**src/issue_pkg.sv**
```systemverilog
`default_nettype none

package issue_pkg;

    localparam int DATA_W = 32;
    localparam int TAG_W  = 5;

    typedef enum logic [2:0] {
        ADD = 3'd0,
        SUB = 3'd1,
        AND = 3'd2,
        OR  = 3'd3,
        XOR = 3'd4,
        SLL = 3'd5,  // Shift amount from low 5 bits of operand 2
        SRL = 3'd6,
        SLT = 3'd7   // Signed compare, result 1 or 0
    } alu_op_e;

    typedef struct packed {
        logic              ready;  // Value valid, tag ignored
        logic [TAG_W-1:0]  tag;
        logic [DATA_W-1:0] value;
    } src_t;

    typedef struct packed {
        alu_op_e          op;
        logic [TAG_W-1:0] dst;
        src_t             src1;
        src_t             src2;
    } uop_t;

    typedef struct packed {
        logic              valid;
        logic [TAG_W-1:0]  tag;
        logic [DATA_W-1:0] value;
    } cdb_t;

    typedef struct packed {
        logic              valid;
        alu_op_e           op;
        logic [TAG_W-1:0]  dst;
        logic [DATA_W-1:0] v1;
        logic [DATA_W-1:0] v2;
    } issue_t;

    // Capture a broadcast result into a waiting source
    function automatic src_t src_wake(src_t s, cdb_t c);
        src_t r;
        r = s;
        if (c.valid && !s.ready && (s.tag == c.tag)) begin
            r.ready = 1'b1;
            r.value = c.value;
        end
        return r;
    endfunction

    function automatic uop_t uop_wake(uop_t u, cdb_t c);
        uop_t r;
        r      = u;
        r.src1 = src_wake(u.src1, c);
        r.src2 = src_wake(u.src2, c);
        return r;
    endfunction

endpackage

`default_nettype wire
```
**src/issue_top.sv**
```systemverilog
`timescale 1ns/10ps
`default_nettype none

module issue_top #(
    parameter int RS_DEPTH = 8,
    parameter int DISP_W   = 2
) (
    input  wire logic                              clk,
    input  wire logic                              rst_n_i,
    input  wire logic                              flush_i,
    input  wire logic [DISP_W-1:0]                 disp_valid_i,
    input  wire issue_pkg::uop_t [DISP_W-1:0]      disp_uop_i,
    output wire logic                              issue_ready_o,
    output wire logic [$clog2(RS_DEPTH+1)-1:0]     free_count_o,
    output wire issue_pkg::cdb_t                   cdb_o
);

    import issue_pkg::*;

    logic [DISP_W-1:0] disp_q_valid;
    uop_t [DISP_W-1:0] disp_q_uop;
    issue_t            issue;
    cdb_t              cdb;

    dispatch_stage #(
        .DISP_W(DISP_W)
    ) dispatch_stage_i (
        .clk         (clk),
        .rst_n_i     (rst_n_i),
        .flush_i     (flush_i),
        .disp_valid_i(disp_valid_i),
        .disp_uop_i  (disp_uop_i),
        .cdb_i       (cdb),
        .disp_valid_o(disp_q_valid),
        .disp_uop_o  (disp_q_uop)
    );

    issue_single #(
        .RS_DEPTH(RS_DEPTH),
        .DISP_W  (DISP_W)
    ) issue_single_i (
        .clk          (clk),
        .rst_n_i      (rst_n_i),
        .flush_i      (flush_i),
        .disp_valid_i (disp_q_valid),
        .disp_uop_i   (disp_q_uop),
        .cdb_i        (cdb),
        .issue_o      (issue),
        .free_count_o (free_count_o),
        .issue_ready_o(issue_ready_o)
    );

    alu_stage alu_stage_i (
        .clk    (clk),
        .rst_n_i(rst_n_i),
        .flush_i(flush_i),
        .issue_i(issue),
        .cdb_o  (cdb)
    );

    assign cdb_o = cdb;  // CDB also closes the wakeup loop

endmodule

`default_nettype wire

```
**src/alu_stage.sv**
```systemverilog
`timescale 1ns/10ps
`default_nettype none

module alu_stage (
    input  wire logic               clk,
    input  wire logic               rst_n_i,
    input  wire logic               flush_i,
    input  wire issue_pkg::issue_t  issue_i,
    output issue_pkg::cdb_t         cdb_o
);

    import issue_pkg::*;

    logic [DATA_W-1:0] result;
    logic [4:0]        shamt;
    cdb_t              cdb_q;

    assign shamt = issue_i.v2[4:0];

    always_comb begin
        case (issue_i.op)
            ADD:     result = issue_i.v1 + issue_i.v2;
            SUB:     result = issue_i.v1 - issue_i.v2;
            AND:     result = issue_i.v1 & issue_i.v2;
            OR:      result = issue_i.v1 | issue_i.v2;
            XOR:     result = issue_i.v1 ^ issue_i.v2;
            SLL:     result = issue_i.v1 << shamt;
            SRL:     result = issue_i.v1 >> shamt;
            SLT:     result = {{(DATA_W-1){1'b0}}, $signed(issue_i.v1) < $signed(issue_i.v2)};
            default: result = '0;
        endcase
    end

    always_ff @(posedge clk) begin
        cdb_q.tag   <= issue_i.dst;
        cdb_q.value <= result;
        if (!rst_n_i || flush_i) begin
            cdb_q.valid <= 1'b0;
        end else begin
            cdb_q.valid <= issue_i.valid;  // One cycle per issued op
        end
    end

    assign cdb_o = cdb_q;

endmodule

`default_nettype wire

```
**src/issue_single.sv**
```systemverilog
`timescale 1ns/10ps
`default_nettype none

module issue_single #(
    parameter int RS_DEPTH = 8,
    parameter int DISP_W   = 2
) (
    input  wire logic                              clk,
    input  wire logic                              rst_n_i,
    input  wire logic                              flush_i,
    input  wire logic [DISP_W-1:0]                 disp_valid_i,
    input  wire issue_pkg::uop_t [DISP_W-1:0]      disp_uop_i,
    input  wire issue_pkg::cdb_t                   cdb_i,
    output issue_pkg::issue_t                      issue_o,
    output logic [$clog2(RS_DEPTH+1)-1:0]          free_count_o,
    output logic                                   issue_ready_o
);

    import issue_pkg::*;

    localparam int IDX_W = (RS_DEPTH > 1) ? $clog2(RS_DEPTH) : 1;
    localparam int CNT_W = $clog2(RS_DEPTH+1);
    localparam int AGE_W = 16;  // Wide enough that live stamps never span half the range

    uop_t                 ent_q [RS_DEPTH];
    logic [AGE_W-1:0]     stamp_q [RS_DEPTH];
    logic [RS_DEPTH-1:0]  ent_valid_q;
    logic [AGE_W-1:0]     age_ctr_q;
    issue_t               issue_q;

    logic [RS_DEPTH-1:0]  free_mask;
    logic [RS_DEPTH-1:0]  alloc_mask;
    logic [DISP_W-1:0]    alloc_en;
    logic [IDX_W-1:0]     alloc_idx [DISP_W];

    logic                 sel_found;
    logic [IDX_W-1:0]     sel_idx;
    logic [AGE_W-1:0]     sel_stamp;
    logic [RS_DEPTH-1:0]  sel_mask;

    logic [CNT_W-1:0]     free_cnt;
    logic [CNT_W-1:0]     held_cnt;

    // Modular age compare, a allocated before b
    function automatic logic older(logic [AGE_W-1:0] a, logic [AGE_W-1:0] b);
        logic [AGE_W-1:0] d;
        d = a - b;
        return d[AGE_W-1];
    endfunction

    // Lowest free entry to lowest valid slot
    always_comb begin
        free_mask  = ~ent_valid_q;
        alloc_mask = '0;
        for (int s = 0; s < DISP_W; s++) begin
            alloc_en[s]  = 1'b0;
            alloc_idx[s] = '0;
            for (int i = 0; i < RS_DEPTH; i++) begin
                if (disp_valid_i[s] && !alloc_en[s] && free_mask[i]) begin
                    alloc_en[s]   = 1'b1;
                    alloc_idx[s]  = IDX_W'(i);
                    free_mask[i]  = 1'b0;
                    alloc_mask[i] = 1'b1;
                end
            end
        end
    end

    // Oldest entry with both sources ready
    always_comb begin
        sel_found = 1'b0;
        sel_idx   = '0;
        sel_stamp = '0;
        for (int i = 0; i < RS_DEPTH; i++) begin
            if (ent_valid_q[i] && ent_q[i].src1.ready && ent_q[i].src2.ready) begin
                if (!sel_found || older(stamp_q[i], sel_stamp)) begin
                    sel_found = 1'b1;
                    sel_idx   = IDX_W'(i);
                    sel_stamp = stamp_q[i];
                end
            end
        end
    end

    assign sel_mask = sel_found ? (RS_DEPTH'(1) << sel_idx) : '0;

    always_ff @(posedge clk) begin
        if (!rst_n_i || flush_i) begin
            ent_valid_q <= '0;
        end else begin
            ent_valid_q <= (ent_valid_q & ~sel_mask) | alloc_mask;  // Selected entry leaves now
        end
    end

    always_ff @(posedge clk) begin
        if (!rst_n_i) begin
            age_ctr_q <= '0;
        end else if (|disp_valid_i) begin
            age_ctr_q <= age_ctr_q + AGE_W'(DISP_W);
        end
    end

    always_ff @(posedge clk) begin
        for (int i = 0; i < RS_DEPTH; i++) begin
            ent_q[i] <= uop_wake(ent_q[i], cdb_i);  // Tag wakeup
        end
        for (int s = 0; s < DISP_W; s++) begin
            if (alloc_en[s]) begin
                ent_q[alloc_idx[s]]   <= disp_uop_i[s];
                stamp_q[alloc_idx[s]] <= age_ctr_q + AGE_W'(s);
            end
        end
    end

    always_ff @(posedge clk) begin
        issue_q.op  <= ent_q[sel_idx].op;
        issue_q.dst <= ent_q[sel_idx].dst;
        issue_q.v1  <= ent_q[sel_idx].src1.value;
        issue_q.v2  <= ent_q[sel_idx].src2.value;
        if (!rst_n_i || flush_i) begin
            issue_q.valid <= 1'b0;
        end else begin
            issue_q.valid <= sel_found;
        end
    end

    always_comb begin
        free_cnt = '0;
        held_cnt = '0;
        for (int i = 0; i < RS_DEPTH; i++) begin
            free_cnt = free_cnt + CNT_W'(!ent_valid_q[i]);
        end
        for (int s = 0; s < DISP_W; s++) begin
            held_cnt = held_cnt + CNT_W'(disp_valid_i[s]);
        end
    end

    assign issue_o       = issue_q;
    assign free_count_o  = free_cnt;
    assign issue_ready_o = (int'(free_cnt) - int'(held_cnt)) >= DISP_W;  // Room for held plus a full bundle

endmodule

`default_nettype wire

```
**src/dispatch_stage.sv**
```systemverilog
`timescale 1ns/10ps
`default_nettype none

module dispatch_stage #(
    parameter int DISP_W = 2
) (
    input  wire logic                              clk,
    input  wire logic                              rst_n_i,
    input  wire logic                              flush_i,
    input  wire logic [DISP_W-1:0]                 disp_valid_i,
    input  wire issue_pkg::uop_t [DISP_W-1:0]      disp_uop_i,
    input  wire issue_pkg::cdb_t                   cdb_i,
    output logic [DISP_W-1:0]                      disp_valid_o,
    output issue_pkg::uop_t [DISP_W-1:0]           disp_uop_o
);

    import issue_pkg::*;

    logic [DISP_W-1:0] valid_q;
    uop_t [DISP_W-1:0] uop_q;

    always_ff @(posedge clk) begin
        if (!rst_n_i || flush_i) begin
            valid_q <= '0;
        end else begin
            valid_q <= disp_valid_i;  // Bundle held for one cycle only
        end
    end

    // Results broadcast in the dispatch cycle are caught on entry
    always_ff @(posedge clk) begin
        for (int s = 0; s < DISP_W; s++) begin
            uop_q[s] <= uop_wake(disp_uop_i[s], cdb_i);
        end
    end

    // And results broadcast while held reach the RS through the output
    always_comb begin
        for (int s = 0; s < DISP_W; s++) begin
            disp_uop_o[s] = uop_wake(uop_q[s], cdb_i);
        end
    end

    assign disp_valid_o = valid_q;

endmodule

`default_nettype wire

```
**config.mk**
```make
export PLATFORM = sky130hd
export DESIGN_NAME = issue_top
export DESIGN_NICKNAME = d
export VERILOG_FILES = /design/src/issue_pkg.sv /design/src/issue_top.sv /design/src/alu_stage.sv /design/src/issue_single.sv /design/src/dispatch_stage.sv
export SDC_FILE = /design/constraint.sdc
export NUM_CORES = 2
export LEC_CHECK = 0
export BUFFER_PORTS_ARGS = -buffer_cell sky130_fd_sc_hd__clkbuf_2
export CAP_MARGIN = 25
export CORE_ASPECT_RATIO = 2
export CORE_MARGIN = 4
export CORE_UTILIZATION = 45
export CTS_CLUSTER_DIAMETER = 150
export CTS_CLUSTER_SIZE = 8
export DETAILED_ROUTE_END_ITERATION = 12
export PLACE_DENSITY = 0.65
export SLEW_MARGIN = 20
export SYNTH_ARGS = -nofsm -noshare
export SYNTH_HDL_FRONTEND = slang
export SYNTH_SLANG_ARGS = --single-unit
```
**constraint.sdc**
```tcl
create_clock -name clk -period 18.7 [get_ports clk]
set_input_delay 0.935 -clock clk [delete_from_list [all_inputs] [get_ports clk]]
set_output_delay 0.935 -clock clk [all_outputs]
set_load 0.03 [all_outputs]
```
==> impl_summary.log <==
INFO  metric layout-drive-gt1-share = approximately 15%
INFO  metric report.final.hold_viol_count = 0
INFO  metric yosys.cell_count.top_type = sky130_fd_sc_hd__nor2_1
INFO  metric globalRouteMet2Util = between 60 and 70%
INFO  metric die_area = approximately 0.14 mm^2
INFO  metric globalRouteMet3Util = 7.66%
INFO  metric finalNonFillerCells = 8350
INFO  metric timing.critical_path.slowest_cell_delay = 0.46 ns
INFO  metric setup_violations = 0
INFO  metric cell_rows = between 150 and 200
INFO  metric cpMostUsedCell = sky130_fd_sc_hd__a21o_1
INFO  metric required = around 19 ns
INFO  metric whs = approximately 0.23 ns
INFO  metric synth_edf_count = between 700 and 800
INFO  metric power.share.sequential = ~44%
INFO  metric status = completed
INFO  metric die_width = 269 um
INFO  metric overflow = 0
INFO  metric yosysTopAreaCellShare = a little under two fifths
INFO  metric floorplan.die.height = between 500 and 600 um
INFO  metric finalWorstPathRequiredPeriod = roughly 18 ns
INFO  metric critPathArrivalTime = 18.62 ns
INFO  metric pwr_density_cell = ~96 mW/mm^2
INFO  metric fin_nets = 6868
INFO  metric power.share.clock = 41.2%
INFO  metric yosysSeqAreaShare = between 40% and 50%
INFO  metric asyncSetResetFlopFracSynth = 0%
INFO  metric internal_power = ~0.0048 W
INFO  metric route.detailed.drc = 0
INFO  metric finClkSkew = about 0.076 ns
INFO  metric layout-area-overhead-vs-synth = 13.9%
INFO  metric timing.fmax = around 0.056 GHz
INFO  metric power_leakage = 27.1 nW
INFO  metric syn_area_per_cell = 9.47 um^2
INFO  metric grt_most_used_layer = met2
INFO  metric clk_latency = between 0.8 and 0.9 ns
INFO  metric initial_core_util = 45.3%
INFO  metric setup_tns = 0 ns
INFO  metric worstMarginPinSlew = approximately 1.3 ns
INFO  metric vias = about 56000
INFO  metric critPathMaxFanout = 19
INFO  metric vdd.ir_drop.worst = 0.0701 mV
INFO  metric timing.critical_path.from_type = flip-flop
INFO  metric synth_compound_area_share = a little under a fifth
INFO  metric period_share = between 90% and 100%
INFO  metric worstSetupEndpointType = flip-flop
INFO  metric criticalPathCategory = reg2reg
INFO  metric routed_wl = ~270000 um
INFO  metric hpwl = around 170000 um
INFO  metric post_synth_and_or_nand_nor_area_fraction = 13.3%
INFO  metric dp_cells = 8002
INFO  metric cpMaxStageDelayCell = sky130_fd_sc_hd__a2111o_1
INFO  metric hold_bufs_at_cts = 0
INFO  metric antenna_violating_nets_post_route = 0
INFO  metric cts.reportedPaths.clkPinSlew = 0.05 ns
INFO  metric finalWeightedCongestion = around 1.1
INFO  metric synthDominantAreaCellType = sky130_fd_sc_hd__edfxtp_1
INFO  metric post_synth_most_frequent_cells = sky130_fd_sc_hd__nor2_1, sky130_fd_sc_hd__edfxtp_1, sky130_fd_sc_hd__o22ai_1
INFO  metric viasPerCell = 6.67
INFO  metric timing.max_cap.violations = 0
INFO  metric cts-root-buf = sky130_fd_sc_hd__clkbuf_16
INFO  metric grt.total_usage = between 30% and 40%
INFO  metric numPortBuffers = approximately 220
INFO  metric gr-usage-met1 = 36.1%
INFO  metric xor_and_xnor_fraction_of_the_mapped_netlist_area = approximately 2.2%
INFO  metric synth.lib_cells_used.distinct = 90
INFO  metric antenna_found_initial = 12
INFO  metric tritoncts = built
INFO  metric postLayoutCoreUtil = 51.6%
INFO  metric p_switching = around 0.0019 W
INFO  metric ctsLongestPathBuffers = 4
INFO  metric core_area = 0.136 mm^2
INFO  metric synth.cell_area = 0.0614 mm^2
INFO  metric nets_in_the_synthesized_netlist = around 6900
INFO  metric timing.max_slew.rel_slack = 12.8%
INFO  metric synth.area.top_cells = sky130_fd_sc_hd__edfxtp_1, sky130_fd_sc_hd__dfxtp_1, sky130_fd_sc_hd__nor2_1
INFO  metric drt_iter0_markers = roughly 6700
INFO  metric drt-pass1-iter-count = 9
INFO  metric dominant_combinational_cell_family_by_area_after_synthesis = compound AO/OA/AOI/OAI gates
INFO  metric synth-main-ff-cell = sky130_fd_sc_hd__edfxtp_1
INFO  metric drv_slew = 0
INFO  metric wl_per_cell = approximately 32 um
INFO  metric first_global_vias = 54800
INFO  metric combinational_share_of_power = 14.9%
INFO  metric yosys.area_share.adder = under 10%
INFO  metric grt_pass1_wl = about 380000 um
INFO  metric ys_ff_latch = between 1000 and 1500
INFO  metric h-tree-depth = 4
INFO  metric filler_cell_count = about 12000
INFO  metric power.switching_fraction = approximately 29%
INFO  metric cts_made_buffers = between 150 and 200
INFO  metric grt_start_max_net_pins = 69
INFO  metric synth.area.mux_share = a little under 7%
INFO  metric hold_class = in2reg
INFO  metric cts_num_sinks = around 1100
INFO  metric io_pins = around 220
INFO  metric cells_after_synth = approximately 6500
INFO  metric warning_count_from_the_yosys_run = 0
sequential cells by signal, summed over array words and instances (netlist names):
register and flops:
dispatch_stage_i.disp_uop_o 36, dispatch_stage_i.uop_q 132, issue_single_i.stamp_q 128, issue_single_i.issue_o 73
dispatch_stage_i.disp_valid_o 2, alu_stage_i.cdb_o 38, issue_single_i.age_ctr_q 15, issue_single_i.ent_valid_q 8
issue_single_i.ent_q 672
critical path, delay by kind of cell, from the launching register on:
kind,cells,cell delay (ns)
fa+ha+maj,7,2.00
xor+xnor,3,0.54
buf+inv,18,2.70
mux,3,0.80
simple gates,25,3.95
flops,1,0.33
compound gates,41,7.37
final timing paths:
| check | startpoint | end | slack [ns] | cells after the start |
|---|---|---|---|---|
| max reg2reg | issue_single_i.ent_q[0][37] | issue_single_i.issue_o[63] | 0.75 | 97 |
| min | disp_uop_i[76] | dispatch_stage_i.disp_uop_o[76] | 0.23 | 1 |
| max | issue_single_i.ent_q[0][37] | issue_single_i.issue_o[63] | 0.75 | 97 |
| min reg2reg | issue_single_i.issue_o[68] | alu_stage_i.cdb_o[36] | 0.32 | 0 |
metrics by stage:
step	area, um^2	power (W)	worst slack, ns
final	69900	0.00670	0.750
after global routing	69900	0.00689	-0.135
after CTS	69000	0.00666	0.0333
after detailed placement	64100	0.00393	-0.187
after global placement	64000	0.00390	-0.0463
after floorplan	61500	0.00354	0.0439
cell type report:
| class | count | area, um^2 | area share (%) |
|---|---|---|---|
| flip-flops and latches | 1104 | 30000 | 42.8 |
| multi-input cells | 4540 | 28800 | 41.1 |
| diodes | 5 | 12.5 | 0.0179 |
| inverters | 202 | 758 | 1.08 |
| clock buffers | 285 | 4600 | 6.58 |
| repair buffers | 474 | 3650 | 5.21 |
| well taps | 1737 | 2170 | 3.11 |
| clock inverters | 3 | 33.8 | 0.0483 |
cell usage in the layout, fill, tap and decap left out, types with 21 or more instances in the layout:
master                         n
sky130_fd_sc_hd__ha_1        198
sky130_fd_sc_hd__edfxtp_1    784
sky130_fd_sc_hd__a211oi_1     83
sky130_fd_sc_hd__nand2_1     327
sky130_fd_sc_hd__xor2_1      106
sky130_fd_sc_hd__o22ai_1     631
sky130_fd_sc_hd__xnor2_1      42
sky130_fd_sc_hd__mux2_2      216
sky130_fd_sc_hd__nor4_1       26
sky130_fd_sc_hd__buf_4       203
sky130_fd_sc_hd__nand2b_1     22
sky130_fd_sc_hd__a31oi_1      21
sky130_fd_sc_hd__nor3_1       28
sky130_fd_sc_hd__mux2i_1     161
sky130_fd_sc_hd__clkbuf_2    215
sky130_fd_sc_hd__clkbuf_16   175
sky130_fd_sc_hd__o21ai_0     186
sky130_fd_sc_hd__a21oi_1     371
sky130_fd_sc_hd__nor2b_1      23
sky130_fd_sc_hd__a22o_1      150
sky130_fd_sc_hd__inv_1       198
sky130_fd_sc_hd__nand2_2      21
sky130_fd_sc_hd__nor2_1     1350
sky130_fd_sc_hd__o2111ai_1    73
sky130_fd_sc_hd__a221oi_1     22
sky130_fd_sc_hd__o21bai_1     29
sky130_fd_sc_hd__dfxtp_1     310
sky130_fd_sc_hd__a21o_1       38
sky130_fd_sc_hd__nand4b_1     24
sky130_fd_sc_hd__clkbuf_1    119
sky130_fd_sc_hd__nand3_1      39
power by group through the flow:
stage,registers (W),clock network [W],logic [W]
6_report,0.00294,0.00276,0.00100
5_1_grt,0.00294,0.00287,0.00108
4_1_cts,0.00295,0.00277,0.000940
3_5_place_dp,0.00299,0,0.000935
3_3_place_gp,0.00300,0,0.000904
2_1_floorplan,0.00287,0,0.000675
what timing repair did:
action,in CTS,in global routing
buffers inserted,5,25
setup endpoints to repair,77,80
pin swaps,1,32
cloned,4,12
resized for setup,7,88
routing by layer:
layer  up-vias  wire length [um]
li1      23600                 -
met1     26200             81400
met2      4217            130000
met3      1635             27800
met4         0             31900
met5         -                 0
kinds of logic (layout without fill, tap and decap cells):
logic type	Yosys count	count (layout)
fa+ha+maj	211	211
xor+xnor	152	152
buf+inv	844	964
mux	389	389
compound gates	1800	1800
simple gates	1987	1988
flops	1104	1104
other cells	0	5
Power figures use the tool's default switching activity.
